$ cat src/rtl/ppu_pkg.sv
package ppu_pkg;

  // ======================================================================
  // Width types
  // ======================================================================

  // CPU bus
  typedef logic [15:0] addr_t;
  typedef logic [7:0]  byte_t;

  // Offset inside the 8 KiB VRAM window
  typedef logic [12:0] vram_addr_t;

  // Background index before BGP, shade after it
  typedef logic [1:0]  color_idx_t;

  // Dot in line, line number, screen column
  typedef logic [8:0]  dot_t;
  typedef logic [7:0]  line_t;
  typedef logic [7:0]  xpos_t;

  // STAT mode encoding as seen by the CPU
  typedef enum logic [1:0] {
    MODE_HBLANK   = 2'd0,
    MODE_VBLANK   = 2'd1,
    MODE_OAM_SCAN = 2'd2,
    MODE_TRANSFER = 2'd3
  } ppu_mode_t;

  // Background fetcher steps, one VRAM byte per step
  typedef enum logic [2:0] {
    FETCH_IDLE,
    FETCH_TILE,
    FETCH_LO,
    FETCH_HI,
    FETCH_PUSH
  } fetch_state_t;

  // ======================================================================
  // Screen and timing
  // ======================================================================
  localparam dot_t  DOTS_PER_LINE   = 9'd456;
  localparam line_t LINES_PER_FRAME = 8'd154;
  localparam xpos_t SCREEN_W        = 8'd160;
  localparam line_t SCREEN_H        = 8'd144;
  localparam dot_t  MODE2_LEN       = 9'd80;
  localparam dot_t  MODE3_LEN       = 9'd172;

  // ======================================================================
  // Address map
  // ======================================================================
  localparam addr_t VRAM_START = 16'h8000;
  localparam addr_t VRAM_END   = 16'h9FFF;
  localparam addr_t LCDC       = 16'hFF40;
  localparam addr_t STAT       = 16'hFF41;
  localparam addr_t SCY        = 16'hFF42;
  localparam addr_t SCX        = 16'hFF43;
  localparam addr_t LY         = 16'hFF44;
  localparam addr_t LYC        = 16'hFF45;
  localparam addr_t BGP        = 16'hFF47;

  // Pixel queue slots, two tiles worth
  localparam int FIFO_DEPTH = 16;

endpackage

$ cat src/rtl/bg_fetcher.sv
`timescale 1ns/1ps

module bg_fetcher import ppu_pkg::*; (
  input  logic        clk,
  input  logic        reset,
  input  ppu_mode_t   mode,
  input  line_t       ly,
  input  byte_t       lcdc,
  input  byte_t       scx,
  input  byte_t       scy,
  output vram_addr_t  vram_addr,
  input  byte_t       vram_rdata,
  output logic        push,
  output logic [15:0] push_data,
  input  logic        fifo_space
);

  fetch_state_t state;
  logic [4:0]   col;
  logic [4:0]   map_col;
  line_t        bg_row;
  byte_t        tile_num;
  byte_t        data_lo;
  byte_t        data_hi;
  vram_addr_t   map_addr;
  vram_addr_t   data_addr;

  // ======================================================================
  // VRAM addressing
  // ======================================================================
  // Background row wraps at 256
  assign bg_row = ly + scy;

  // First tile of the line is read straight out of idle
  assign map_col = (state == FETCH_IDLE) ? scx[7:3] : col;

  // Map at 1800h or 1C00h, 32 tiles per row
  assign map_addr = {2'b11, lcdc[3], bg_row[7:3], map_col};

  // LCDC bit 4 clear gives signed tile numbers around 1000h
  assign data_addr = {~(lcdc[4] | tile_num[7]), tile_num, bg_row[2:0],
                      state == FETCH_HI};

  assign vram_addr = (state == FETCH_LO || state == FETCH_HI) ? data_addr : map_addr;

  // ======================================================================
  // Fetch FSM
  // ======================================================================
  always_ff @(posedge clk or posedge reset) begin
    if (reset) begin
      state <= FETCH_IDLE;
      col   <= '0;
    end else if (mode != MODE_TRANSFER) begin
      state <= FETCH_IDLE;
    end else begin
      case (state)
        FETCH_IDLE: begin
          col   <= scx[7:3];
          state <= FETCH_LO;
        end
        FETCH_TILE: state <= FETCH_LO;
        FETCH_LO: state <= FETCH_HI;
        FETCH_HI: state <= FETCH_PUSH;
        // Stall here until eight slots are free
        FETCH_PUSH: begin
          if (fifo_space) begin
            col   <= col + 5'd1;
            state <= FETCH_TILE;
          end
        end
        default: state <= FETCH_IDLE;
      endcase
    end
  end

  // Fetched bytes
  always_ff @(posedge clk) begin
    case (state)
      FETCH_IDLE, FETCH_TILE: tile_num <= vram_rdata;
      FETCH_LO: data_lo <= vram_rdata;
      FETCH_HI: data_hi <= vram_rdata;
      default: ;
    endcase
  end

  assign push = (state == FETCH_PUSH) && (mode == MODE_TRANSFER) && fifo_space;

  // Slot 0 is the leftmost pixel, taken from bit 7
  // Background disabled gives index 0
  always_comb begin
    for (int i = 0; i < 8; i++) begin
      push_data[2*i +: 2] = lcdc[0] ? {data_hi[7-i], data_lo[7-i]} : 2'b00;
    end
  end

endmodule

$ cat config.mk
export PLATFORM = sky130hd
export DESIGN_NAME = bg_fetcher
export DESIGN_NICKNAME = d
export VERILOG_FILES = /design/src/rtl/ppu_pkg.sv /design/src/rtl/bg_fetcher.sv
export SDC_FILE = /design/constraint.sdc
export NUM_CORES = 1
export LEC_CHECK = 0
export ABC_AREA = 1
export BUFFER_PORTS_ARGS = -buffer_cell sky130_fd_sc_hd__buf_2
export CORE_MARGIN = 3
export CORE_UTILIZATION = 44
export DETAILED_ROUTE_END_ITERATION = 16
export GPL_TIMING_DRIVEN = 0
export PLACE_DENSITY = 0.85
export SETUP_SLACK_MARGIN = 0.02
export SYNTH_ARGS = -nofsm -noshare
export SYNTH_HDL_FRONTEND = slang
export SYNTH_SLANG_ARGS = --single-unit
$ cat constraint.sdc
create_clock -name clk -period 1.6 [get_ports clk]
set_input_delay 0.32 -clock clk [delete_from_list [all_inputs] [get_ports clk]]
set_output_delay 0.32 -clock clk [all_outputs]
set_load 0.005 [all_outputs]
; Yosys cells after proc, flatten, opt, wreduce, memory -nomap -nowiden
; Index checks and enable logic that the tools add are counted.
[word_totals]
reg_bits = 32
word_cells = 40
[op_classes]
n_addsub = 2
n_eq_ne = 8
n_mux = 15
bitwise_logic = 3
n_reduce_logical = 7
[op_table]
columns = cell, count
row1 = 2-to-1 mux 2 bit, 8
row2 = 2-to-1 mux 13 bit, 1
row3 = one-hot mux 3 bit (4 select lines), 1
row4 = 2-to-1 mux 5 bit, 2
row5 = one-hot mux 5 bit (2 select lines), 1
row6 = adder 8 bit, 1
row7 = equality test 3 x 2 -> 1 bit (second input constant), 2
row8 = 2-to-1 mux 3 bit, 2
row9 = adder 5 x 1 -> 5 bit (second input constant), 1
row10 = inequality test 2 bit (second input constant), 2
row11 = equality test 3 x 1 -> 1 bit (second input constant), 1
row12 = equality test 3 bit (second input constant), 1
row13 = logical NOT 3 bit, 1
row14 = inequality test 3 bit (second input constant), 1
row15 = AND reduction 3 bit, 1
row16 = equality test 2 bit (second input constant), 1
row17 = logical AND 1 bit, 2
row18 = inverter 1 bit, 2
row19 = nonzero test 2 bit, 1
row20 = OR reduction 2 bit, 1
row21 = logical OR 1 bit, 1
row22 = bitwise OR 1 bit, 1

; Depth between registers and ports, before layout
[logic_depth]
ltp_word = 4
mapped_depth = 11
ltp_nobuf = 11

; Least setup slack after synthesis
; No wires, ideal clock.
[synth_timing]
path_type = in2out
start = in ly[0]
end = out vram_addr[8]
arrival_time_ns = 1.356
slack_ns = -0.076
cell_stages = 11
n_path_buf = 0
path_cell_list = ha_1 > inv_1 > fa_1 > inv_1 > nand2_1 > nand2_1 > nand3b_1 > nand2_1 > nand2_1 > nand3_1 > nand2_1
[synth_via]
elab_chain_cells = 2
[synth_rtl]
columns = item, line
row1 = from (decl), bg_fetcher.sv:7  ; input line_t ly,
row2 = adder 8 bit, bg_fetcher.sv:32  ; assign bg_row = ly + scy;
row3 = 2-to-1 mux 13 bit, bg_fetcher.sv:44  ; assign vram_addr = (state == FETCH_LO || state == FETCH_HI) ? data_addr : map_addr;
row4 = to (decl), bg_fetcher.sv:11  ; output vram_addr_t vram_addr,
; No other way between the ends.

; Final worst setup path
[layout_timing]
start = in scy[0]
end = out vram_addr[8]
[layout_via]
elab_chain_cells = 2
[layout_rtl]
columns = item, line
row1 = from (decl), bg_fetcher.sv:10  ; input byte_t scy,
row2 = adder 8 bit, bg_fetcher.sv:32
row3 = 2-to-1 mux 13 bit, bg_fetcher.sv:44
; No other way between the ends.

==> results.cfg <==
[synth]
synth.largest_area_cell = edfxtp_1
ys_ff_latch = 32
syn_area_mm2 = 0.00188
ys_types = 28
ys_top_cells_by_area = edfxtp_1 38%, nand2_1 15%, dfrtp_1 11%, inv_1 6.6%, ha_1 5.3%
syn_inst = 226
ys_seq_area_share_pct = 48.9
syn_avg_cell_area_um2 = 8.33
yosysWarnings = 0
synth_nets = 280
synth_top_area_share_pct = 38.3

[floorplan]
row_count = 23
fp.coreArea_mm2 = 0.00406
io_pins = 75
die_h_um = 71.4
start_util_pct = 46.4
die-area_mm2 = 0.00510
die_w_um = 71.4

[drt]
postRouteAntennaNets = 0
routedWlPerCell_um = 14.1
drt_wl_total_um = 5240
drc = 0
avgViaCountPerCell = 4.95
first_pass_iters = 4
drtIter0Drc = 71
num_vias = 1838

[final_layout]
syn_to_final_growth_pct = 55.5
layout-drive-gt1-share_pct = 49.2
final_common_cell = buf_2
nets = 374
insertedDiodeCount = 0
fill_cells = 281
postLayoutCoreUtil_pct = 72.2
final_cell_mix = 61 x buf_2, 59 x nand2_1, 30 x inv_1

[timing]
hold_ws_ps = 242
slew_violations = 0
clock.fmax_mhz = 535
skew_ps = 2.00
setup_viol = 13
rsz0062_at_grt = true
setup_ws_ps = -269
period_share_pct = 117
worst_slew_pin_slew_ps = 545
slew-limit-headroom_pct = 63.7
tns_ps = -1780
finalHoldViolCount = 0
period_needed_ps = 1870

[worst_setup_path]
arrival_ps = 1550
regToRegStartpoint = state[0]$_DFFE_PP0P_
setup.worst_path.end = vram_addr[8]
crit_path_end_kind = output pin
path_class = in2out
reg2reg_slack_ps = 80
critPathMaxFanout = 2
r2r_end = col[4]$_DFFE_PP0P_
startpoint_type = input port
rr_worst_depth = 10
critPathRequiredTime_ps = 1280
cp-startpoint = scy[0]

[grt]
grt_first_pass_wirelength_um = 8410
grt_pass1_vias = 1910
grt_use_total_pct = 21.0
grt_start_max_net_pins = 11
antenna_found_initial = 0
overflow = 0

[clocking]
clock-sinks = 32
htree_levels = 2
clk_latency_ps = 280
cts_root_buf = clkbuf_8
clkTransAtPathRegs_ps = 70
cts_tree = yes
numCtsBuffers = 5
clockBufferDepth = 2

[pwr]
p_leak_uw = 0.00148
p_total_uw = 2390
p_per_area_mw_per_mm2 = 818
vdd_drop_max_v = 0.000675

[status]
failed_checks = setup timing
outcome = finished with violations

[placed_design]
gp_congestion = 0.810
place_hpwl_um = 3360
portBuffers = 65
place_ws_ps = -493

[worst_hold_path]
hold_path_class = in2reg

[flow_run]
cap_violations = 0
## logic make-up (layout without fill, tap and decap cells)
logic type | Yosys count | after routing | share of synthesized area (%)
xor gates and xnor gates | 3 | 3 | 1.40
buffers and inverters | 45 | 140 | 9.17
and+or+nand+nor | 116 | 116 | 28.0
DFF | 32 | 32 | 48.9
adders and majority gates | 9 | 9 | 6.38
AOI/OAI and AO/OA | 21 | 21 | 6.11
## registers in the layout (all words and copies together), names as in the netlist
name / flops
col: 5
data_hi: 8
state: 3
data_lo: 8
tile_num: 8
## through the flow
step / cell area, um^2 / std cells
after global placement: 2290 / 341
final: 2930 / 371
after CTS: 2790 / 367
after global routing: 2930 / 371
after floorplan: 1900 / 226
after detailed placement: 2290 / 341
## critical path: stages
cell      delay [ps]
buf_6             70
ha_4             120
inv_2             30
fa_2             320
inv_2             80
nand2_4           50
nand2_2           60
nand3b_1         120
nand2_1           80
nand2_1           60
nand3_1           60
nand2_1           50
buf_2            120
## layout make-up
class / instances / area, um^2 / share of cell area [%]
buffer: 4 / 35.0 / 1.20
clock buffer: 6 / 72.6 / 2.48
clock inverter: 2 / 35.0 / 1.20
inverter: 41 / 169 / 5.77
multi-input combinational: 149 / 1060 / 36.2
sequential: 32 / 922 / 31.5
tap: 50 / 62.6 / 2.14
timing repair buffer: 87 / 573 / 19.6
## how the worst min path moves through the flow
stage,start,endpoint,slack [ps],cells after the start
final,vram_rdata[5],data_hi[5]$_DFFE_PP_,240,1
after global routing,vram_rdata[5],data_lo[5]$_DFFE_PN_,230,1
after CTS,vram_rdata[7],data_lo[7]$_DFFE_PN_,240,1
after global placement,reset,state[1]$_DFFE_PP0P_,280,2
after floorplan,reset,col[0]$_DFFE_PP0P_,140,1
after detailed placement,reset,state[0]$_DFFE_PP0P_,290,2
## routing by layer
layer | routed length (um) | vias up | part of all wire, % | global-route usage (%)
met3 | 287 | 12 | 5.5 | 5.19
met2 | 2890 | 57 | 55 | 40.0
met4 | 99 | 0 | 1.9 | 6.05
met1 | 1970 | 859 | 38 | 22.8
li1 | - | 910 | - | -
met5 | 0 | - | 0 | 0
## repair_timing
| action | in CTS | in global routing |
|---|---|---|
| resized for setup | 47 | 26 |
| hold buffers | 1 | 0 |
| setup endpoints to repair | 41 | 24 |
| setup buffers | 16 | 6 |
| pin swaps | 15 | 16 |
| hold endpoints to repair | 8 | 0 |
| cloned | 1 | 0 |
## cells in the mapped netlist
master	instances
nand2_1	73
edfxtp_1	24
ha_1	8
o21ai_0	3
buf_2	3
a21oi_1	8
nand2_2	1
nand2_4	2
xnor2_1	1
inv_1	33
nor3_1	1
or2_2	2
nand3_1	13
dfrtp_1	8
clkbuf_1	1
fa_1	1
xor2_1	2
o22ai_1	1
o21ai_1	6
inv_2	8
nand3b_1	4
nand3_4	1
nor2_2	1
or2_1	2
o21ai_2	2
nor2_1	15
nor2_8	1
a31oi_1	1
## power breakdown
group          switching, uW  internal (uW)
clock                    289            462
combinational            332            315
sequential              43.9            954
Note: power is estimated with default switching activity, not from simulation.
