<file path="config.mk">
export PLATFORM = sky130hd
export DESIGN_NAME = pixel_output_flat
export DESIGN_NICKNAME = d
export VERILOG_FILES = /design/src/rtl/ppu_pkg.sv /design/src/rtl/pixel_if.sv /design/src/rtl/pixel_output.sv /design/src/flat_wrapper.sv
export SDC_FILE = /design/constraint.sdc
export NUM_CORES = 1
export LEC_CHECK = 0
export BUFFER_PORTS_ARGS = -buffer_cell sky130_fd_sc_hd__buf_4
export CORE_MARGIN = 2
export CORE_UTILIZATION = 40
export DETAILED_ROUTE_END_ITERATION = 8
export PLACE_DENSITY = 0.71
export SETUP_SLACK_MARGIN = 0.02
export SKIP_LAST_GASP = 1
export SLEW_MARGIN = 20
export SYNTH_ARGS = -nofsm -noshare
export SYNTH_HDL_FRONTEND = slang
export SYNTH_SLANG_ARGS = --single-unit
</file>
<file path="constraint.sdc">
create_clock -name clk -period 2.2 [get_ports clk]
set_input_delay 0.11 -clock clk [delete_from_list [all_inputs] [get_ports clk]]
set_output_delay 0.11 -clock clk [all_outputs]
set_load 0.02 [all_outputs]
</file>
<file path="src/rtl/ppu_pkg.sv">
package ppu_pkg;

  // ======================================================================
  // Width types
  // ======================================================================

  // CPU bus
  typedef logic [15:0] addr_t;
  typedef logic [7:0]  byte_t;

  // Offset inside the 8 KiB VRAM window
  typedef logic [12:0] vram_addr_t;

  // Background index before BGP, shade after it
  typedef logic [1:0]  color_idx_t;

  // Dot in line, line number, screen column
  typedef logic [8:0]  dot_t;
  typedef logic [7:0]  line_t;
  typedef logic [7:0]  xpos_t;

  // STAT mode encoding as seen by the CPU
  typedef enum logic [1:0] {
    MODE_HBLANK   = 2'd0,
    MODE_VBLANK   = 2'd1,
    MODE_OAM_SCAN = 2'd2,
    MODE_TRANSFER = 2'd3
  } ppu_mode_t;

  // Background fetcher steps, one VRAM byte per step
  typedef enum logic [2:0] {
    FETCH_IDLE,
    FETCH_TILE,
    FETCH_LO,
    FETCH_HI,
    FETCH_PUSH
  } fetch_state_t;

  // ======================================================================
  // Screen and timing
  // ======================================================================
  localparam dot_t  DOTS_PER_LINE   = 9'd456;
  localparam line_t LINES_PER_FRAME = 8'd154;
  localparam xpos_t SCREEN_W        = 8'd160;
  localparam line_t SCREEN_H        = 8'd144;
  localparam dot_t  MODE2_LEN       = 9'd80;
  localparam dot_t  MODE3_LEN       = 9'd172;

  // ======================================================================
  // Address map
  // ======================================================================
  localparam addr_t VRAM_START = 16'h8000;
  localparam addr_t VRAM_END   = 16'h9FFF;
  localparam addr_t LCDC       = 16'hFF40;
  localparam addr_t STAT       = 16'hFF41;
  localparam addr_t SCY        = 16'hFF42;
  localparam addr_t SCX        = 16'hFF43;
  localparam addr_t LY         = 16'hFF44;
  localparam addr_t LYC        = 16'hFF45;
  localparam addr_t BGP        = 16'hFF47;

  // Pixel queue slots, two tiles worth
  localparam int FIFO_DEPTH = 16;

endpackage

</file>
<file path="src/rtl/pixel_if.sv">
`timescale 1ns/1ps

// Pixel stream from the queue to the palette stage
interface pixel_if import ppu_pkg::*; ();

  logic       valid;
  logic       ready;
  color_idx_t color;
  // Flush of queue and x counter, driven from line timing
  logic       line_start;

  modport producer (
    output valid, color,
    input  ready, line_start
  );

  modport consumer (
    input  valid, color, line_start,
    output ready
  );

endinterface

</file>
<file path="src/rtl/pixel_output.sv">
`timescale 1ns/1ps

module pixel_output import ppu_pkg::*; (
  input  logic       clk,
  input  logic       reset,
  input  ppu_mode_t  mode,
  input  line_t      ly,
  input  byte_t      bgp,
  pixel_if.consumer  pix,
  output logic       pixel_valid,
  output xpos_t      pixel_x,
  output line_t      pixel_y,
  output color_idx_t pixel_shade
);

  xpos_t x;
  logic  fire;

  // Accept only during transfer and until the line is full
  assign pix.ready = (mode == MODE_TRANSFER) && (x < SCREEN_W);
  assign fire      = pix.valid && pix.ready;

  // Column counter
  always_ff @(posedge clk or posedge reset) begin
    if (reset) begin
      x <= '0;
    end else if (pix.line_start) begin
      x <= '0;
    end else if (fire) begin
      x <= x + 8'd1;
    end
  end

  always_ff @(posedge clk or posedge reset) begin
    if (reset) begin
      pixel_valid <= 1'b0;
    end else begin
      pixel_valid <= fire;
    end
  end

  // Screen position and shade, two BGP bits per index
  always_ff @(posedge clk) begin
    if (fire) begin
      pixel_x     <= x;
      pixel_y     <= ly;
      pixel_shade <= bgp[2*pix.color +: 2];
    end
  end

endmodule

</file>
<file path="src/flat_wrapper.sv">
// flat-port wrapper written by rule: the top's interface ports become plain ports
module pixel_output_flat import ppu_pkg::*;
  (clk, reset, mode, ly, bgp, pixel_valid, pixel_x, pixel_y, pixel_shade, pix_valid, pix_color, pix_line_start, pix_ready);
  pixel_if pix_i ();
  input  logic clk;
  input  logic reset;
  input  ppu_mode_t mode;
  input  line_t ly;
  input  byte_t bgp;
  output logic pixel_valid;
  output xpos_t pixel_x;
  output line_t pixel_y;
  output color_idx_t pixel_shade;
  input wire logic [$bits(pix_i.valid)-1:0] pix_valid;
  input wire logic [$bits(pix_i.color)-1:0] pix_color;
  input wire logic [$bits(pix_i.line_start)-1:0] pix_line_start;
  output wire logic [$bits(pix_i.ready)-1:0] pix_ready;
  assign pix_i.valid = pix_valid;
  assign pix_i.color = pix_color;
  assign pix_i.line_start = pix_line_start;
  assign pix_ready = pix_i.ready;
  pixel_output u_core (.clk(clk), .reset(reset), .mode(mode), .ly(ly), .bgp(bgp), .pix(pix_i), .pixel_valid(pixel_valid), .pixel_x(pixel_x), .pixel_y(pixel_y), .pixel_shade(pixel_shade));
endmodule
</file>
== After elaboration in Yosys (flattened, before gate mapping) ==
Cells that the tools add are included.
Widths: inputs -> output; s select.
Cells by class
  magnitude comparators: 1
  multiplexer cells: 2
  add/subtract/negate cells: 1
  equality and inequality tests: 1
  shift-type cells: 1
  reductions and logical operators: 3
Operators with widths (count)
  $mux 8: 2
  $add 8x1->8 const B: 1
  $lt 8x8->1 const B: 1
  $shiftx 8x4->2: 1
  $eq 2x2->1 const B: 1
  $logic_and 1x1->1: 2
  $reduce_bool 2->1: 1
Storage, ports and cells
  output and inout bits: 20
  register bits: 27
  bits of input ports: 24
  logic and storage cells: 14

== Depth between registers and ports, before layout ==
  depth in word-level cells: 5
  depth in mapped cells: 4
  mapped depth without buffers: 4

== Least setup slack after synthesis ==
OpenSTA, ideal clock, no wires.
  kind: reg-to-reg
  from: register u_core.x[5]
  to: register u_core.pixel_shade[0] (enable)
  stages on the path, launching flop included: 4
  clock period less this slack: 1.976 ns
  data arrival time: 1.582 ns
  path buffers: 1
  setup time: 0.394 ns
  path slack: 0.224 ns
  cell sequence: dfrtp_1 > o21a_1 > buf_6 > nor2_1
Between the ends
  cells in the longest elaborated chain, start to end: 3
RTL lines
  from (decl): RTL line pixel_output.sv:16  | xpos_t x;
  from (signal assigned): RTL line pixel_output.sv:30  | x <= x + 8'd1;
  $lt 8x8->1: RTL line pixel_output.sv:20  | assign pix.ready = (mode == MODE_TRANSFER) && (x < SCREEN_W);
  $logic_and 1x1->1: RTL line pixel_output.sv:20
  $logic_and 1x1->1: RTL line pixel_output.sv:21  | assign fire = pix.valid && pix.ready;
  via u_core.fire: RTL line pixel_output.sv:17  | logic fire;
  to (signal assigned): RTL line pixel_output.sv:47  | pixel_shade <= bgp[2*pix.color +: 2];
  to (decl): RTL line pixel_output.sv:13  | output color_idx_t pixel_shade
The timed path passes the listed nets, and every way through them passes these cells.
A chain may end at the register's enable or synchronous reset.

== Worst setup path after layout ==
  from: register u_core.x[5]
  to: register u_core.x[3]
Between the ends
  cells in the longest elaborated chain, start to end: 4
RTL lines (RTL line)
  $lt 8x8->1: pixel_output.sv:20
  $logic_and 1x1->1: pixel_output.sv:20
  $logic_and 1x1->1: pixel_output.sv:21
  $reduce_bool 2->1 (no line)
Every way passes these cells.

==> qor_table.md <==
| Step | Parameter | Value |
| --- | --- | --- |
| clocking | CTS tree | built |
| floorplanning | Core footprint | 2522 um2 |
| pwr | Sw Pwr | 0.0001885 W |
| worst hold path | Hold Crit Class | in2reg |
| synthesis | Syn Nets | 95 |
| clocking | Post-CTS Setup Inserts | 0 |
| sta | Final-report max-slew violation count | 0 |
| pwr | Leakage power | 0.6525 nW |
| worst setup path | Reg2reg path depth | 3 |
| pwr | Portion of total power attributed to combinational logic | 12.6% |
| route | Total Wirelength | 2191 um |
| synthesis | Mux contribution to synthesized area | 7.209% |
| global routing | GR met1 Demand/Resource | 19.42% |
| synthesis | Simple-gate share of the synthesized area | 12.79% |
| cells and area | Diodes inserted | 0 |
| status | Run status | completed |
| sta | Clock Skew | 0.003504 ns |
| clocking | Number of buffers added to fix hold violations after cts | 9 |
| pwr | Clock network fraction of design power | 23.2% |
| synthesis | Number of warnings printed during yosys synthesis | 0 |
| floorplanning | Top Ports | 44 |
| sta | Min Clock Period, post-route | 1.645 ns |
| synthesis | Synthesized flop and latch total | 27 |
| pwr | IR Drop Worst-Case VDD | 0.3682 mV |
| floorplanning | DIE HEIGHT | 55.87 um |
| place | Worst setup slack before clock tree synthesis | 0.5764 ns |
| worst hold path | Hold Crit Depth | 2 |
| clocking | Number of instances resized during post-cts repair | 0 |
| synthesis | Gate Count Post-Synth | 70 |
| job | Number of max-cap violations | 0 |
| clocking | Num CTS Buffers | 3 |
| sta | Final setup fails | 0 |
| synthesis | Main combinational cell family by area after synthesis | simple AND/OR/NAND/NOR gates |
| clocking | Total clock sinks | 27 |
| sta | Worst Max-Slew Pin Slew | 0.4011 ns |
| pwr | Part of the power in registers | 64.2% |
| worst setup path | Critical path required time | 2.42 ns |
| route | Number of DRC markers after the initial detailed-route iteration | 12 |
| global routing | Gr ovfl total | 0 |
| global routing | Met2 track demand over resource | 24.83% |
| sta | Tcrit/Tclk final | 74.78% |
| floorplanning | X dimension of the die | 55.87 um |
| clocking | Skew-Pair Late Insertion Delay | 0.31 ns |
| route | Average wire length per cell after detail routing | 14.14 um |
| synthesis | Fraction of synthesized cell area in xor and xnor cells | 0% |
| worst setup path | Family with the most delay on the worst path | flip-flops |
| cells and area | Final core utilization | 61.31% |
| clocking | Clock transition at the register clock pins on the worst setup and hold paths after CTS | 0.13 ns |
| synthesis | Count of distinct cell types in the synthesized netlist | 28 |
| sta | Highest clock frequency the design can meet | 0.6078 GHz |
| sta | Final-report hold violation count | 0 |
| place | Final Wtd Congestion | 0.7747 |
| clocking | CTS H-tree lvls | 1 |
| floorplanning | Rows | 18 |
| global routing | Number of antenna violations at the first check in global routing | 0 |
| route | Detailed-route via count | 797 |
| pwr | Pwr dens | 566.1 nW/um2 |
| global routing | Most used routing layer | met2 |
| cells and area | Number of nets in the final layout | 151 |
| sta | Setup_tns | 0 ns |
| pwr | Proportion of total power due to net switching | 21.53% |
| worst setup path | Worst path arrival time | 1.87 ns |
| global routing | Met3 layer usage reported by global route | 4.186% |
| synthesis | Fraction of the mapped netlist area in compound gates | 5.581% |
| synthesis | Adder-cell share of the synthesized area | 1.163% |
| synthesis | Average instance area after synthesis | 15.37 um2 |
| worst setup path | Kind of critical path | reg2reg |
| clocking | Maximum clock insertion buffer count | 2 |
| worst setup path | Slowest cell on the critical path | sky130_fd_sc_hd__dfrtp_1 |
| clocking | CTS root buf | sky130_fd_sc_hd__clkbuf_4 |
| worst setup path | CP peak stage delay | 0.44 ns |
| worst setup path | Count of buffering cells on the critical path with inverters included | 0 |
| cells and area | Fraction of final layout cells sized beyond drive strength 1 | 44.00% |
| place | Total of buffers placed on input and output ports | 43 |
| route | Length of the first detailed-routing pass in iterations | 4 |
| cells and area | Layout Area Growth over Synthesis | 43.72% |
| global routing | Vias in the first global route | 749 |
| sta | Max_slew headroom | 73.26% |
| cells and area | Final design area excluding fillers | 1546 um2 |
| route | Post-route antenna net violation count | 0 |
| place | Placed Instance Area | 1429 um2 |
| worst setup path | Crit end category | flip-flop |
| sta | Setup repair after global routing missed its margin | false |
| worst setup path | Setup crit start kind | flip-flop |
| global routing | First-pass GRT wire length | 3670 um |
| floorplanning | Initial Util | 42.66% |
| worst setup path | Chain of cells forming the critical path | o21a_1, nor4b_2, mux2_2 |
| route | Via density per instance | 5.142 |
| sta | Post-route worst setup slack | 0.5549 ns |
| worst setup path | Largest fanout on the critical path | 13 |
| place | Detailed placement HPWL | 1488 um |
| global routing | Overall routing resource usage | 14.99% |
| synthesis | Area of the mapped netlist | 1076 um2 |
| floorplanning | Die outline area | 3121 um2 |
| synthesis | Sequential cell area fraction in the yosys report | 71.16% |
| global routing | Pin count of the biggest net entering global routing | 20 |
| route | Post-route DRC | 0 |
| pwr | Cell Int Power | 0.0006870 W |
| worst setup path | Total stage count of the critical path | 3 |
## state kept, by name (all words and copies together) (netlist names)
signal,flops
u_core.pixel_shade,2
u_core.pixel_valid,1
u_core.pixel_x,8
u_core.pixel_y,8
u_core.x,8
## worst register-to-register path: stages, from the launching register on
cell and delay (ns):
sky130_fd_sc_hd__dfrtp_1 0.44, sky130_fd_sc_hd__o21a_1 0.34, sky130_fd_sc_hd__nor4b_2 0.40, sky130_fd_sc_hd__mux2_2 0.37
## layout by cell type, fill, tap and decap left out, types with 2 or more instances in the layout
master | Yosys | routed
sky130_fd_sc_hd__mux2_2 | 2 | 2
sky130_fd_sc_hd__clkbuf_4 | 0 | 3
sky130_fd_sc_hd__nand2_1 | 4 | 4
sky130_fd_sc_hd__or3_1 | 2 | 2
sky130_fd_sc_hd__a21oi_1 | 4 | 4
sky130_fd_sc_hd__buf_4 | 0 | 44
sky130_fd_sc_hd__inv_1 | 2 | 2
sky130_fd_sc_hd__dfrtp_1 | 9 | 9
sky130_fd_sc_hd__nor2b_1 | 2 | 2
sky130_fd_sc_hd__nand3_1 | 2 | 2
sky130_fd_sc_hd__mux4_2 | 2 | 2
sky130_fd_sc_hd__o21ai_1 | 2 | 2
sky130_fd_sc_hd__edfxtp_1 | 18 | 18
sky130_fd_sc_hd__dlygate4sd3_1 | 0 | 9
sky130_fd_sc_hd__nor2_1 | 5 | 5
## through the flow
stage | total power [W] | cells | hold slack, ns
detailed placement | 0.0006707 | 142 | 0.1146
global placement | 0.0006674 | 142 | 0.09949
floorplan | 0.0006110 | 70 | -0.06208
CTS | 0.0008840 | 155 | 0.0009666
global route | 0.0009114 | 155 | 0.006524
finish | 0.0008755 | 155 | 0.009677
## synth_stat cells
library cell | count | area share (%)
sky130_fd_sc_hd__a21oi_1 | 4 | 1.9
sky130_fd_sc_hd__o31ai_1 | 1 | 0.70
sky130_fd_sc_hd__dfrtp_1 | 9 | 21
sky130_fd_sc_hd__ha_1 | 1 | 1.2
sky130_fd_sc_hd__o21ai_0 | 1 | 0.46
sky130_fd_sc_hd__buf_6 | 1 | 1.0
sky130_fd_sc_hd__nand2_1 | 4 | 1.4
sky130_fd_sc_hd__or2_2 | 1 | 0.58
sky130_fd_sc_hd__mux2_2 | 2 | 2.1
sky130_fd_sc_hd__mux4_2 | 2 | 4.2
sky130_fd_sc_hd__nor4b_2 | 1 | 1.4
sky130_fd_sc_hd__inv_1 | 2 | 0.70
sky130_fd_sc_hd__o21ai_1 | 2 | 0.93
sky130_fd_sc_hd__nor4_1 | 1 | 0.58
sky130_fd_sc_hd__o21a_1 | 1 | 0.70
sky130_fd_sc_hd__or4_1 | 1 | 0.70
sky130_fd_sc_hd__nand4_1 | 1 | 0.58
sky130_fd_sc_hd__nor2b_1 | 2 | 1.2
sky130_fd_sc_hd__nand3_1 | 2 | 0.93
sky130_fd_sc_hd__edfxtp_1 | 18 | 50
sky130_fd_sc_hd__or3_1 | 2 | 1.2
sky130_fd_sc_hd__nor4_2 | 1 | 1.2
sky130_fd_sc_hd__nand2b_1 | 1 | 0.58
sky130_fd_sc_hd__or3b_1 | 1 | 0.81
sky130_fd_sc_hd__mux2i_1 | 1 | 0.93
sky130_fd_sc_hd__a32o_1 | 1 | 0.93
sky130_fd_sc_hd__clkbuf_1 | 1 | 0.35
sky130_fd_sc_hd__nor2_1 | 5 | 1.7
## power groups by stage
stage / Sequential (W) / Combinational [W] / Clock [W]
6_report: 0.000562 / 0.000111 / 0.000203
5_1_grt: 0.000564 / 0.000119 / 0.000229
4_1_cts: 0.000562 / 0.000111 / 0.000211
3_5_place_dp: 0.000573 / 0.0000981 / 0
3_3_place_gp: 0.000572 / 0.0000954 / 0
2_1_floorplan: 0.000589 / 0.0000221 / 0
## area by class of cell
type	count	area [um2]
clock inverters	1	5.005
fillers	198	975.9
flip-flops and latches	27	765.7
clock buffers	3	22.52
inverters	2	7.507
multi-input cells	39	287.8
repair buffers	53	420.4
well taps	30	37.54
## cells by family (layout without fill, tap and decap cells)
logic type	Yosys count	in the layout
buf+inv	4	59
flops	27	27
fa+ha+maj	1	1
compound gates	10	10
simple gates	23	23
mux	5	5
## final timing paths
kind | start | to | slack (ns)
hold / removal | pix_line_start | u_core.x[0] | 0.01
hold reg to reg | u_core.x[7] | u_core.pixel_x[7] | 0.51
min in group asynchronous | reset | u_core.x[2] | 0.32
setup reg to reg | u_core.x[5] | u_core.x[3] | 0.55
max in group asynchronous | reset | u_core.pixel_valid | 1.61
setup / recovery | u_core.x[5] | u_core.x[3] | 0.55
## layer usage
layer  up-vias  share of wire, %
met5         -                 0
met4         0              0.96
met3         2                12
met2        54                46
met1       364                40
li1        377                 -
Power figures use the tool's default switching activity.
