<file path="src/rtl/ppu_pkg.sv">
package ppu_pkg;

  // ======================================================================
  // Width types
  // ======================================================================

  // CPU bus
  typedef logic [15:0] addr_t;
  typedef logic [7:0]  byte_t;

  // Offset inside the 8 KiB VRAM window
  typedef logic [12:0] vram_addr_t;

  // Background index before BGP, shade after it
  typedef logic [1:0]  color_idx_t;

  // Dot in line, line number, screen column
  typedef logic [8:0]  dot_t;
  typedef logic [7:0]  line_t;
  typedef logic [7:0]  xpos_t;

  // STAT mode encoding as seen by the CPU
  typedef enum logic [1:0] {
    MODE_HBLANK   = 2'd0,
    MODE_VBLANK   = 2'd1,
    MODE_OAM_SCAN = 2'd2,
    MODE_TRANSFER = 2'd3
  } ppu_mode_t;

  // Background fetcher steps, one VRAM byte per step
  typedef enum logic [2:0] {
    FETCH_IDLE,
    FETCH_TILE,
    FETCH_LO,
    FETCH_HI,
    FETCH_PUSH
  } fetch_state_t;

  // ======================================================================
  // Screen and timing
  // ======================================================================
  localparam dot_t  DOTS_PER_LINE   = 9'd456;
  localparam line_t LINES_PER_FRAME = 8'd154;
  localparam xpos_t SCREEN_W        = 8'd160;
  localparam line_t SCREEN_H        = 8'd144;
  localparam dot_t  MODE2_LEN       = 9'd80;
  localparam dot_t  MODE3_LEN       = 9'd172;

  // ======================================================================
  // Address map
  // ======================================================================
  localparam addr_t VRAM_START = 16'h8000;
  localparam addr_t VRAM_END   = 16'h9FFF;
  localparam addr_t LCDC       = 16'hFF40;
  localparam addr_t STAT       = 16'hFF41;
  localparam addr_t SCY        = 16'hFF42;
  localparam addr_t SCX        = 16'hFF43;
  localparam addr_t LY         = 16'hFF44;
  localparam addr_t LYC        = 16'hFF45;
  localparam addr_t BGP        = 16'hFF47;

  // Pixel queue slots, two tiles worth
  localparam int FIFO_DEPTH = 16;

endpackage

</file>
<file path="src/rtl/ppu_timing.sv">
`timescale 1ns/1ps

module ppu_timing import ppu_pkg::*; (
  input  logic      clk,
  input  logic      reset,
  input  logic      lcd_on,
  input  line_t     lyc,
  input  logic [3:0] stat_en,
  output dot_t      dot,
  output line_t     ly,
  output ppu_mode_t mode,
  output logic      lyc_match,
  output logic      line_start,
  output logic      vblank_req,
  output logic      stat_req
);

  line_t     ly_prev;
  ppu_mode_t mode_prev;

  // ======================================================================
  // Dot and line counters
  // ======================================================================
  always_ff @(posedge clk or posedge reset) begin
    if (reset) begin
      dot <= '0;
      ly  <= '0;
    end else if (!lcd_on) begin
      // Held at the top left while the LCD is off
      dot <= '0;
      ly  <= '0;
    end else if (dot == DOTS_PER_LINE - 1) begin
      dot <= '0;
      if (ly == LINES_PER_FRAME - 1) begin
        ly <= '0;
      end else begin
        ly <= ly + 8'd1;
      end
    end else begin
      dot <= dot + 9'd1;
    end
  end

  // Mode from position in frame
  always_comb begin
    if (ly >= SCREEN_H) begin
      mode = MODE_VBLANK;
    end else if (dot < MODE2_LEN) begin
      mode = MODE_OAM_SCAN;
    end else if (dot < MODE2_LEN + MODE3_LEN) begin
      mode = MODE_TRANSFER;
    end else begin
      mode = MODE_HBLANK;
    end
  end

  assign lyc_match = (ly == lyc);

  // First dot of each visible line, well before mode 3
  assign line_start = (dot == '0) && (ly < SCREEN_H);

  // ======================================================================
  // Interrupt pulses
  // ======================================================================
  // Edges found against last cycle's LY and mode
  // Gated by lcd_on so the jump back to line 0 on power-down is silent
  always_ff @(posedge clk or posedge reset) begin
    if (reset) begin
      ly_prev    <= '0;
      mode_prev  <= MODE_HBLANK;
      vblank_req <= 1'b0;
      stat_req   <= 1'b0;
    end else begin
      ly_prev    <= ly;
      mode_prev  <= mode;
      vblank_req <= lcd_on && (ly != ly_prev) && (ly == SCREEN_H);
      stat_req   <= 1'b0;
      if (lcd_on) begin
        if (stat_en[3] && (ly != ly_prev) && (ly == lyc)) begin
          stat_req <= 1'b1;
        end else if (mode != mode_prev) begin
          // Bits 5, 4, 3 of STAT select modes 2, 1, 0
          stat_req <= (stat_en[2] && mode == MODE_OAM_SCAN)
                   || (stat_en[1] && mode == MODE_VBLANK)
                   || (stat_en[0] && mode == MODE_HBLANK);
        end
      end
    end
  end

  // Counter ranges
  a_dot_range: assert property (@(posedge clk) disable iff (reset) dot < DOTS_PER_LINE);
  a_ly_range: assert property (@(posedge clk) disable iff (reset) ly < LINES_PER_FRAME);

endmodule

</file>
<file path="config.mk">
export PLATFORM = sky130hd
export DESIGN_NAME = ppu_timing
export DESIGN_NICKNAME = d
export VERILOG_FILES = /design/src/rtl/ppu_pkg.sv /design/src/rtl/ppu_timing.sv
export SDC_FILE = /design/constraint.sdc
export NUM_CORES = 1
export LEC_CHECK = 0
export BUFFER_PORTS_ARGS = -buffer_cell sky130_fd_sc_hd__buf_2
export CORE_AREA = 2 2 60 62
export CTS_CLUSTER_SIZE = 12
export DETAILED_ROUTE_END_ITERATION = 16
export DIE_AREA = 0 0 62 64
export GPL_TIMING_DRIVEN = 0
export PLACE_DENSITY = 0.74
export SYNTH_ARGS = -nofsm -noshare
export SYNTH_HDL_FRONTEND = slang
export SYNTH_SLANG_ARGS = --single-unit
export TNS_END_PERCENT = 30
</file>
<file path="constraint.sdc">
create_clock -name clk -period 4.1 [get_ports clk]
set_input_delay 0.205 -clock clk [delete_from_list [all_inputs] [get_ports clk]]
set_output_delay 0.205 -clock clk [all_outputs]
set_load 0.02 [all_outputs]
</file>
; After elaboration in Yosys (flattened, before gate mapping)
; Cells that the tools add are included.
[totals]
regBits = 29
in_bits = 15
output_inout_bits = 23
[op_classes]
add_sub_neg = 2
order_cmp = 4
eq_ne = 9
muxes = 11
reduce_logical = 12
[op_table]
columns = cell, count
row1 = 8-bit 2-to-1 mux, 3
row2 = 9-bit 2-to-1 mux, 2
row3 = "8-bit equality test, second input constant", 2
row4 = "9-bit by 1-bit adder with 9-bit output, second input constant", 1
row5 = "9-bit equality test, second input constant", 1
row6 = 9-bit logical NOT, 1
row7 = "9-bit by 7-bit less-than comparator with 1-bit output, second input constant", 1
row8 = "9-bit by 8-bit less-than comparator with 1-bit output, second input constant", 1
row9 = "8-bit by 1-bit adder with 8-bit output, second input constant", 1
row10 = 8-bit equality test, 1
row11 = "8-bit greater-or-equal comparator, second input constant", 1
row12 = 1-bit logical AND, 8
row13 = "8-bit less-than comparator, second input constant", 1
row14 = 8-bit != test, 1
row15 = 2-bit 2-to-1 mux, 3
row16 = 1-bit 2-to-1 mux, 3
row17 = "2-bit by 1-bit equality test with 1-bit output, second input constant", 1
row18 = "2-bit equality test, second input constant", 1
row19 = 2-bit logical NOT, 1
row20 = 1-bit logical OR, 2
row21 = "2-bit by 1-bit != test with 1-bit output, second input constant", 1
row22 = 2-bit != test, 1

; Longest topological paths before layout
; Gate-level depths: netlist of run 1.
[logic_depth]
ltp_word = 11
ltp_mapped = 6
ltp_nobuf = 5

; Least setup slack after synthesis of run 1
; OpenSTA, ideal clock, no wires.
[synth_timing]
kind = register -> output
from = reg dot[0]
to = out line_start
t_arrival_ns = 1.760
required_ns = 3.895
path_slack_ns = 2.135
path_stages_with_launch = 5
cell_sequence = dfrtp_1 > inv_1 > ha_1 > or3b_2 > nor4_1
[synth_between]
elab_chain_cells = 2
[synth_rtl]
columns = item, line_no
row1 = "start, declared", ppu_timing.sv:9  ; output dot_t dot,
row2 = "start signal, assigned", ppu_timing.sv:40  ; dot <= dot + 9'd1;
row3 = 9-bit logical NOT, ppu_timing.sv:60  ; assign line_start = (dot == '0) && (ly < SCREEN_H);
row4 = 1-bit logical AND, ppu_timing.sv:60
row5 = "end, declared", ppu_timing.sv:13  ; output logic line_start,
; Every way passes these cells.

; Worst setup path after layout of run 1
[layout_timing]
from = reg dot[0]
to = reg ly[0]
[layout_between]
elab_chain_cells = 2
[layout_rtl]
columns = item, line_no
row1 = 9-bit equality test, ppu_timing.sv:32  ; end else if (dot == DOTS_PER_LINE - 1) begin
row2 = 2-bit by 1-bit != test with 1-bit output (no line), n/a
row3 = "end signal, assigned", ppu_timing.sv:37  ; ly <= ly + 8'd1;
row4 = "end, declared", ppu_timing.sv:10  ; output line_t ly,
; Every way passes these cells.
; A chain may end at the register's enable or synchronous reset.

==> results of run 1 <==
registers in the layout, indices dropped and copies added (netlist names):
register / count
ly: 8
ly_prev: 8
mode_prev: 2
dot: 9
vblank_req: 1
stat_req: 1
worst max path at each step:
stage	startpoint	slack, ns	depth (start not counted)	end
2_1_floorplan	dot[0]	2.13	4	line_start
3_3_place_gp	dot[0]	1.97	5	ly[0]
3_5_place_dp	dot[0]	1.92	5	ly[0]
4_1_cts	dot[0]	1.90	5	ly[0]
5_1_grt	dot[0]	1.62	5	ly[0]
6_report	dot[0]	1.91	5	ly[0]
layout by cell type (no fill, tap or decap), types with 3 or more instances in the layout:
cell type | synthesis | routed
sky130_fd_sc_hd__inv_1 | 10 | 10
sky130_fd_sc_hd__nand2_1 | 7 | 7
sky130_fd_sc_hd__xnor2_1 | 16 | 16
sky130_fd_sc_hd__o21ai_0 | 9 | 9
sky130_fd_sc_hd__clkbuf_1 | 9 | 9
sky130_fd_sc_hd__nand4_1 | 8 | 8
sky130_fd_sc_hd__xor2_1 | 6 | 6
sky130_fd_sc_hd__or3_1 | 8 | 8
sky130_fd_sc_hd__dfrtp_1 | 29 | 29
sky130_fd_sc_hd__a21oi_1 | 8 | 8
sky130_fd_sc_hd__nor2_1 | 8 | 8
sky130_fd_sc_hd__ha_1 | 5 | 5
sky130_fd_sc_hd__buf_2 | 0 | 36
sky130_fd_sc_hd__nand3_1 | 9 | 9
sky130_fd_sc_hd__o31ai_1 | 3 | 3
sky130_fd_sc_hd__and4_1 | 3 | 3
sky130_fd_sc_hd__clkbuf_4 | 0 | 5
layer usage:
metal / global-route usage / share of wire
met1: 0.251 / 0.45
met4: 0.0691 / 0.015
met2: 0.294 / 0.47
met3: 0.0628 / 0.061
met5: 0 / 0
cell families after synthesis:
logic type,Yosys count,share of synthesized area
buffers and inverters,20,0.0527
DFF,29,0.463
adders and majority gates,5,0.0399
AOI/OAI and AO/OA,31,0.121
xor gates and xnor gates,22,0.123
and+or+nand+nor,55,0.200
Yosys cell counts (3+ instances only):
| master | number |
|---|---|
| sky130_fd_sc_hd__xnor2_1 | 16 |
| sky130_fd_sc_hd__and4_1 | 3 |
| sky130_fd_sc_hd__or3_1 | 8 |
| sky130_fd_sc_hd__nand2_1 | 7 |
| sky130_fd_sc_hd__nor2_1 | 8 |
| sky130_fd_sc_hd__clkbuf_1 | 9 |
| sky130_fd_sc_hd__nand4_1 | 8 |
| sky130_fd_sc_hd__dfrtp_1 | 29 |
| sky130_fd_sc_hd__nand3_1 | 9 |
| sky130_fd_sc_hd__xor2_1 | 6 |
| sky130_fd_sc_hd__a21oi_1 | 8 |
| sky130_fd_sc_hd__o21ai_0 | 9 |
| sky130_fd_sc_hd__ha_1 | 5 |
| sky130_fd_sc_hd__inv_1 | 10 |
| sky130_fd_sc_hd__o31ai_1 | 3 |
power by group through the flow:
stage | sequential [W] | combinational [W] | clock [W]
after floorplan | 0.000305 | 0.0000336 | 0
after global placement | 0.000302 | 0.0000574 | 0
after detailed placement | 0.000302 | 0.0000580 | 0
after CTS | 0.000296 | 0.0000583 | 0.000204
after global routing | 0.000297 | 0.0000643 | 0.000220
final | 0.000296 | 0.0000574 | 0.000200
per-stage QoR:
stage / hold WS [ns] / total power [W] / instance area, µm²
after floorplan: 0.283 / 0.000338 / 1570
after global placement: 0.375 / 0.000359 / 1800
after detailed placement: 0.381 / 0.000360 / 1800
after CTS: 0.180 / 0.000558 / 1870
after global routing: 0.221 / 0.000582 / 1870
final: 0.155 / 0.000553 / 1870
area by class of cell:
cell class | count | area (µm²) | area share
clock inverters | 1 | 5.00 | 0.00267
clock buffers | 7 | 65.1 | 0.0347
well taps | 46 | 57.6 | 0.0307
repair buffers | 36 | 180 | 0.0961
plain buffers | 10 | 45.0 | 0.0240
multi-input cells | 113 | 758 | 0.405
flip-flops and latches | 29 | 726 | 0.387
inverters | 10 | 37.5 | 0.0200
==> impl.org, run 1 <==
** Outcome
- Status :: finished, final reports clean

** Layout
- In the final layout, the share of cells above drive strength 1 is 0.233.
- Count of filler cells inserted in the layout :: 295
- Post-route non-filler standard cell count :: 252
- Nets :: 225
- The area growth from synthesis to layout is 19.6%.
- ANT cells :: 0
- Measured on the finished design, the core utilization comes to 0.571.

** Yosys
- Dividing the synthesized area by the synthesized cell count gives 9.67 µm².
- Async set or reset register ratio after synthesis :: 1.00
- Counting every instance in the synthesized netlist gives 162.
- Cell variety after synth :: 32
- Synthesis inferred 29 register bits.
- After synthesis, the cell types taking the most area are sky130_fd_sc_hd__dfrtp_1 46%, sky130_fd_sc_hd__xnor2_1 8.9%, sky130_fd_sc_hd__ha_1 4.0%.
- Counting flops with a built-in enable in the synthesized netlist gives 0.
- The Yosys step of the flow raised 0 warnings.
- The biggest area contributor in the post-synthesis netlist is sky130_fd_sc_hd__dfrtp_1.
- The share of synthesized area in the top cell type comes to 0.463.
- Combined area of all synthesized cells :: 0.00157 mm²
- Of the synthesized area, sequential elements account for 0.463.
- Synthesis produced a netlist with a net count of 182.
- For this run, the leading register cell type out of synthesis is sky130_fd_sc_hd__dfrtp_1.

** Power
- Power Dens Cells :: 295 mW/mm²
- Fraction of power spent switching nets :: 0.255
- Cell leakage power :: 0.857 nW
- Proportion of power drawn by flip-flops and latches :: 0.535
- Maximum ir drop on the vdd rail :: 0.170 mV
- Of the total power, combinational logic draws 0.104.
- Proportion of power drawn by the clock network :: 0.361
- Switching power of the nets :: 0.000141 W
- Internal cell power :: 0.000412 W

** Detailed routing
- Post-detailed-route count of antenna-violating nets :: 0
- Vias per inst :: 5.35
- Number of iterations in the first detailed-routing pass :: 4
- Summing over every cut layer, the via total after detailed routing is 1348.
- Average routed wire per standard cell :: 13.5 µm
- DRC violations left :: 0
- Total wire length after detailed routing :: 3400 µm
- Violation count after the first detailed-routing iteration :: 122

** CTS
- After clock tree synthesis, the clock-pin slew on the worst setup and hold paths is 0.10 ns.
- Clock latency on the worst-skew pair :: 0.33 ns
- The number of gates resized after CTS was 0.
- Number of hold-repair buffers added at the cts stage :: 0
- Number of setup buffers added after CTS :: 0
- TritonCTS clock tree :: done
- Maximum level of the CTS H-tree :: 2
- CTS placed an instance of sky130_fd_sc_hd__clkbuf_4 at the clock tree root.
- CTS Buffer Depth :: 2
- The number of clock buffers added by TritonCTS is 5.
- CTS Sinks :: 29

** Global routing
- Largest net degree at the start of global routing :: 30
- Across every metal layer, demand over resource in global routing totals 0.193.
- The initial antenna violation count was 0.
- For this run the aggregate overflow at the end of global routing stands at 0.
- The via count of the first global-routing pass was 1247.
- First-pass GRT wire length :: 5700 µm

** Setup path
- Critical path arrival :: 2.45 ns
- Critical-path top delay cell :: sky130_fd_sc_hd__o31ai_1
- The worst register-to-register path begins at dot[0].
- The most numerous cell type found on the critical path is sky130_fd_sc_hd__nand3_1.
- Setup slack on the worst flop-to-flop path :: 1.91 ns
- Together, buffers and inverters on the worst path number 0.
- Of all nets on the critical path, the largest fanout is 8.
- On the worst path, the slowest cell contributes a delay of 0.86 ns.
- By startpoint and endpoint, the worst setup path is classified as flop to flop.
- Required arrival time at the worst endpoint :: 4.37 ns
- The worst setup path is captured at a flop.
- Cells along the critical path :: ha_1 > nand3_1 > o31ai_1 > nand3_1 > o21ai_1
- R2R cell count :: 5
- Capture instance of the worst register-to-register path :: ly[0]
- On the critical path the largest part of the delay comes from compound AO/OA/AOI/OAI gates.
- Launching element type of the critical path :: flop

** Die
- For this configuration, the core starts out at a cell density of 0.477.
- Placeable core region :: 0.00328 mm²
- Standard-cell row count :: 21
- The floorplan step set the die height to 64 µm.
- Die span in x :: 62 µm
- Io pins :: 38
- Total die area :: 0.00397 mm²

** Placement
- Post-placement cell count :: 244
- Routability-driven placement congestion ratio :: 0.779
- The count of buffers added on input and output ports is 36.
- Setup slack after placement :: 1.92 ns
- Hpwl dp :: 2450 µm

** STA
- The worst pin sits at a relative slew slack of 0.235.
- Across all setup checks in the final design, the least slack found is 1.91 ns.
- Setup repair after global routing left no endpoint under its margin.
- The count of final max-slew check failures was 0.
- FMAX :: 0.457 GHz
- Of the available clock period, the critical path in the final layout requires 0.533.
- Final hold violation count :: 0
- Summed over all failing endpoints, the final setup total negative slack is 0 ns.
- Setup violations remaining at the end of the flow were counted as 0.
- Max Clock Skew :: 0.0105 ns
- Slew @ Worst Pin :: 1.15 ns
- The worst path needs 2.19 ns of the cycle, external delays included.

** Run
- The tool flagged a number of max-cap violations equal to 0.

** Hold path
- The path class of the tightest hold or removal check is input pin to async pin.
(Power assumes the default switching activity.)
==> run 2: changes to the inputs <==
- clock period: 4.1 -> 2.28 ns (I/O delays scaled with it)
==> run 2 against run 1 <==
Final cell count did not move. Worst setup slack got worse by 1.7 ns. Die area did not move. Critical path type unchanged. Critical endpoint is now ly[4]. Power rose by 81%. Critical path depth rose by 1. Highest routed layer unchanged. Sequential power rose by 80%. Clock power rose by 82%. Register-to-register slack got worse by 1.7 ns.
==> impl.org, run 2 (same netlist as run 1, synthesis figures left out) <==
** Layout
- The library cell used most frequently in the layout, excluding fill and tap cells, is sky130_fd_sc_hd__buf_2.
- Largest registers :: dot (9), ly (8), ly_prev (8)
- The number of nets in the final layout was 225 (unchanged).
- Flip-flop count of the largest register, all copies and words added :: 9 (unchanged)
- The share of post-route cells with drive strength above 1 was 0.238 (+0.00485).
- ANT cells :: 0 (unchanged)
- More flip-flops sit in one register than any other, and that register is dot.
- The library cells used most frequently in the layout, excluding fill and tap cells, are 36 x sky130_fd_sc_hd__buf_2, 29 x sky130_fd_sc_hd__dfrtp_1, 16 x sky130_fd_sc_hd__xnor2_1, 10 x sky130_fd_sc_hd__inv_1.
- Layout overhead on the synthesized area :: 20.0%
- The final standard cell utilization of the core came to 0.572 (+0.00152).

** Setup path
- Largest fanout on the critical path :: 10 (+2)
- The worst setup path is of the flop to flop kind.
- The worst stage delay on the critical path was 0.48 ns (-0.38 ns).
- The data required time at the worst endpoint is 2.53 ns (-1.84 ns).
- STA classifies the critical path startpoint as a flop.
- The slowest stage of the critical path belongs to the cell sky130_fd_sc_hd__dfrtp_1.
- The arrival time reported for the critical path endpoint came to 2.32 ns (-0.13 ns).
- Crit. End Element :: flop
- Cells along the critical path :: ha_1 > nand3_1 > o31a_1 > buf_6 > or3_1 > a21oi_1
- In this design, the largest share of critical-path delay is due to simple AND/OR/NAND/NOR gates.
- CP Buf/Inv Count :: 1 (+1)

** STA
- The worst-margin pin slew was 1.13 ns (-0.0207 ns).
- The period utilization was 0.907 (+0.374).
- FMAX :: 0.483 GHz (+5.7%)
- Count of pins over their slew limit :: 0 (unchanged)
- The final hold violation count was 0 (unchanged).
- Setup_tns :: 0 ns (unchanged)
- Number of failing setup endpoints in the final timing report :: 0 (unchanged)
- The clock period minus final worst setup slack was 2.07 ns (-0.117 ns).
- The setup skew after layout is 0.0106 ns (+0.0000553 ns).
- The relative slew slack was 0.249 (+0.0138).
- Setup repair after global routing left no endpoint under its margin.

** Global routing
- First-pass GRT wire length :: 5700 µm (unchanged)
- Largest net degree at the start of global routing :: 30 (unchanged)
- The initial antenna violation count is 0 (unchanged).
- Remaining Overflow, GRT :: 0 (unchanged)
- The via count of the first global-routing pass is 1247 (unchanged).
- The overall fraction of global-route tracks in use is 0.193 (unchanged).

** Power
- Cell leakage power :: 0.858 nW (+0.12%)
- The areal power density over the cells came to 533 mW/mm² (+81%).
- The largest vdd supply drop came to 0.306 mV (+80%).

** Die
- Die span in x :: 62 µm (unchanged)
- The area of the placeable core is 0.00328 mm² (unchanged).
- The starting density of the core was 0.477 (unchanged).
- The number of rows in the core area is 21 (unchanged).
- Io pins :: 38 (unchanged)
- Total die area :: 0.00397 mm² (unchanged)
- Die height :: 64 µm (unchanged)

** CTS
- Maximum level of the CTS H-tree :: 2 (unchanged)
- The maximum number of buffers from clock root to sink was 2 (unchanged).
- The worst-skew pair later-pin latency came to 0.34 ns (about the same).
- CTS Sinks :: 29 (unchanged)
- Inserted Clock Buffers :: 5 (unchanged)
- TritonCTS clock tree :: done
- Root buffer cell :: sky130_fd_sc_hd__clkbuf_4
- The number of hold buffers added after CTS is 0 (unchanged).
- CTS clk-pin slew, worst paths :: 0.10 ns (about the same)

** Detailed routing
- The wire length per cell was 13.5 µm (+0.32%).
- The post-detailed-route count of antenna-violating nets is 0 (unchanged).
- DRC violations left :: 0 (unchanged)
- Violation count after the first detailed-routing iteration :: 99 (-19%)
- The average vias per placed instance came to 5.28 (-1.3%).
- The final routed wirelength across all metal layers was 3410 µm (+0.32%).
- Vias :: 1331 (-1.3%)
- Number of iterations in the first detailed-routing pass :: 4 (unchanged)

** Hold path
- Worst Hold Class :: input pin to async pin

** Run
- MaxCap Viol Count :: 0 (unchanged)

** Placement
- Routability-driven placement congestion ratio :: 0.779 (unchanged)
- Hpwl dp :: 2450 µm (unchanged)
- The number of buffers added on ports is 36 (unchanged).

** Outcome
- Status :: finished, final reports clean
-- run 2: cell count changes in the layout (fill, tap and decap cells not counted) --
cell,change
sky130_fd_sc_hd__o31ai_1,-1
sky130_fd_sc_hd__o31ai_2,+1
-- run 2: path summary, 6_finish.rpt --
| path | start | endpoint | slack [ns] | cells past startpoint |
|---|---|---|---|---|
| min in group clk | stat_en[1] | stat_req | 0.08 | 3 |
| max reg2reg | dot[0] | ly[4] | 0.21 | 6 |
| max in group asynchronous | reset | dot[6] | 1.55 | 2 |
| min reg2reg | ly[2] | ly_prev[2] | 0.40 | 0 |
| min | reset | ly_prev[7] | 0.05 | 2 |
| max | dot[0] | ly[4] | 0.21 | 6 |
-- run 2: area by class of cell --
type,count,area [µm²]
well taps,46,57.6
multi-input cells,113,763
clock inverters,1,5.00
clock buffers,7,65.1
fillers,294,1410
flip-flops and latches,29,726
repair buffers,36,180
inverters,10,37.5
plain buffers,10,45.0
-- run 2: timing repair --
action	4_1_cts	5_1_grt
resized for setup	0	1
setup endpoints to repair	0	8
setup buffers	0	0
-- run 2: power breakdown --
group / internal [W] / switching (W)
Combinational: 0.0000413 / 0.0000623
Clock: 0.000178 / 0.000187
Sequential: 0.000522 / 0.0000107
Total: 0.000742 / 0.000259
-- run 2: worst register-to-register path, delay by kind of cell, from the launching register on --
| family | cells | cell delay (ns) |
|---|---|---|
| AO/OA/AOI/OAI | 2 | 0.51 |
| adder cells (fa/ha/maj) | 1 | 0.31 |
| buffers and inverters | 1 | 0.17 |
| flip-flops | 1 | 0.48 |
| AND/OR/NAND/NOR | 2 | 0.54 |
-- run 2: routing by layer --
| metal | GRT usage | share of wire | vias up |
|---|---|---|---|
| met5 | 0 | 0 | - |
| met4 | 0.0691 | 0.012 | 0 |
| met3 | 0.0628 | 0.058 | 5 |
| met2 | 0.294 | 0.47 | 41 |
| met1 | 0.251 | 0.46 | 627 |
| li1 | - | - | 658 |
-- run 2: per-stage QoR --
stage | total power (W) | cells | setup slack (ns) | area, µm² | hold WS, ns
2_1_floorplan | 0.000609 | 162 | 0.364 | 1570 | 0.192
3_3_place_gp | 0.000646 | 244 | 0.146 | 1800 | 0.375
3_5_place_dp | 0.000647 | 244 | 0.100 | 1800 | 0.381
4_1_cts | 0.00100 | 252 | 0.0839 | 1870 | 0.0895
5_1_grt | 0.00105 | 252 | 0.0294 | 1880 | 0.130
6_report | 0.00100 | 252 | 0.212 | 1880 | 0.0506
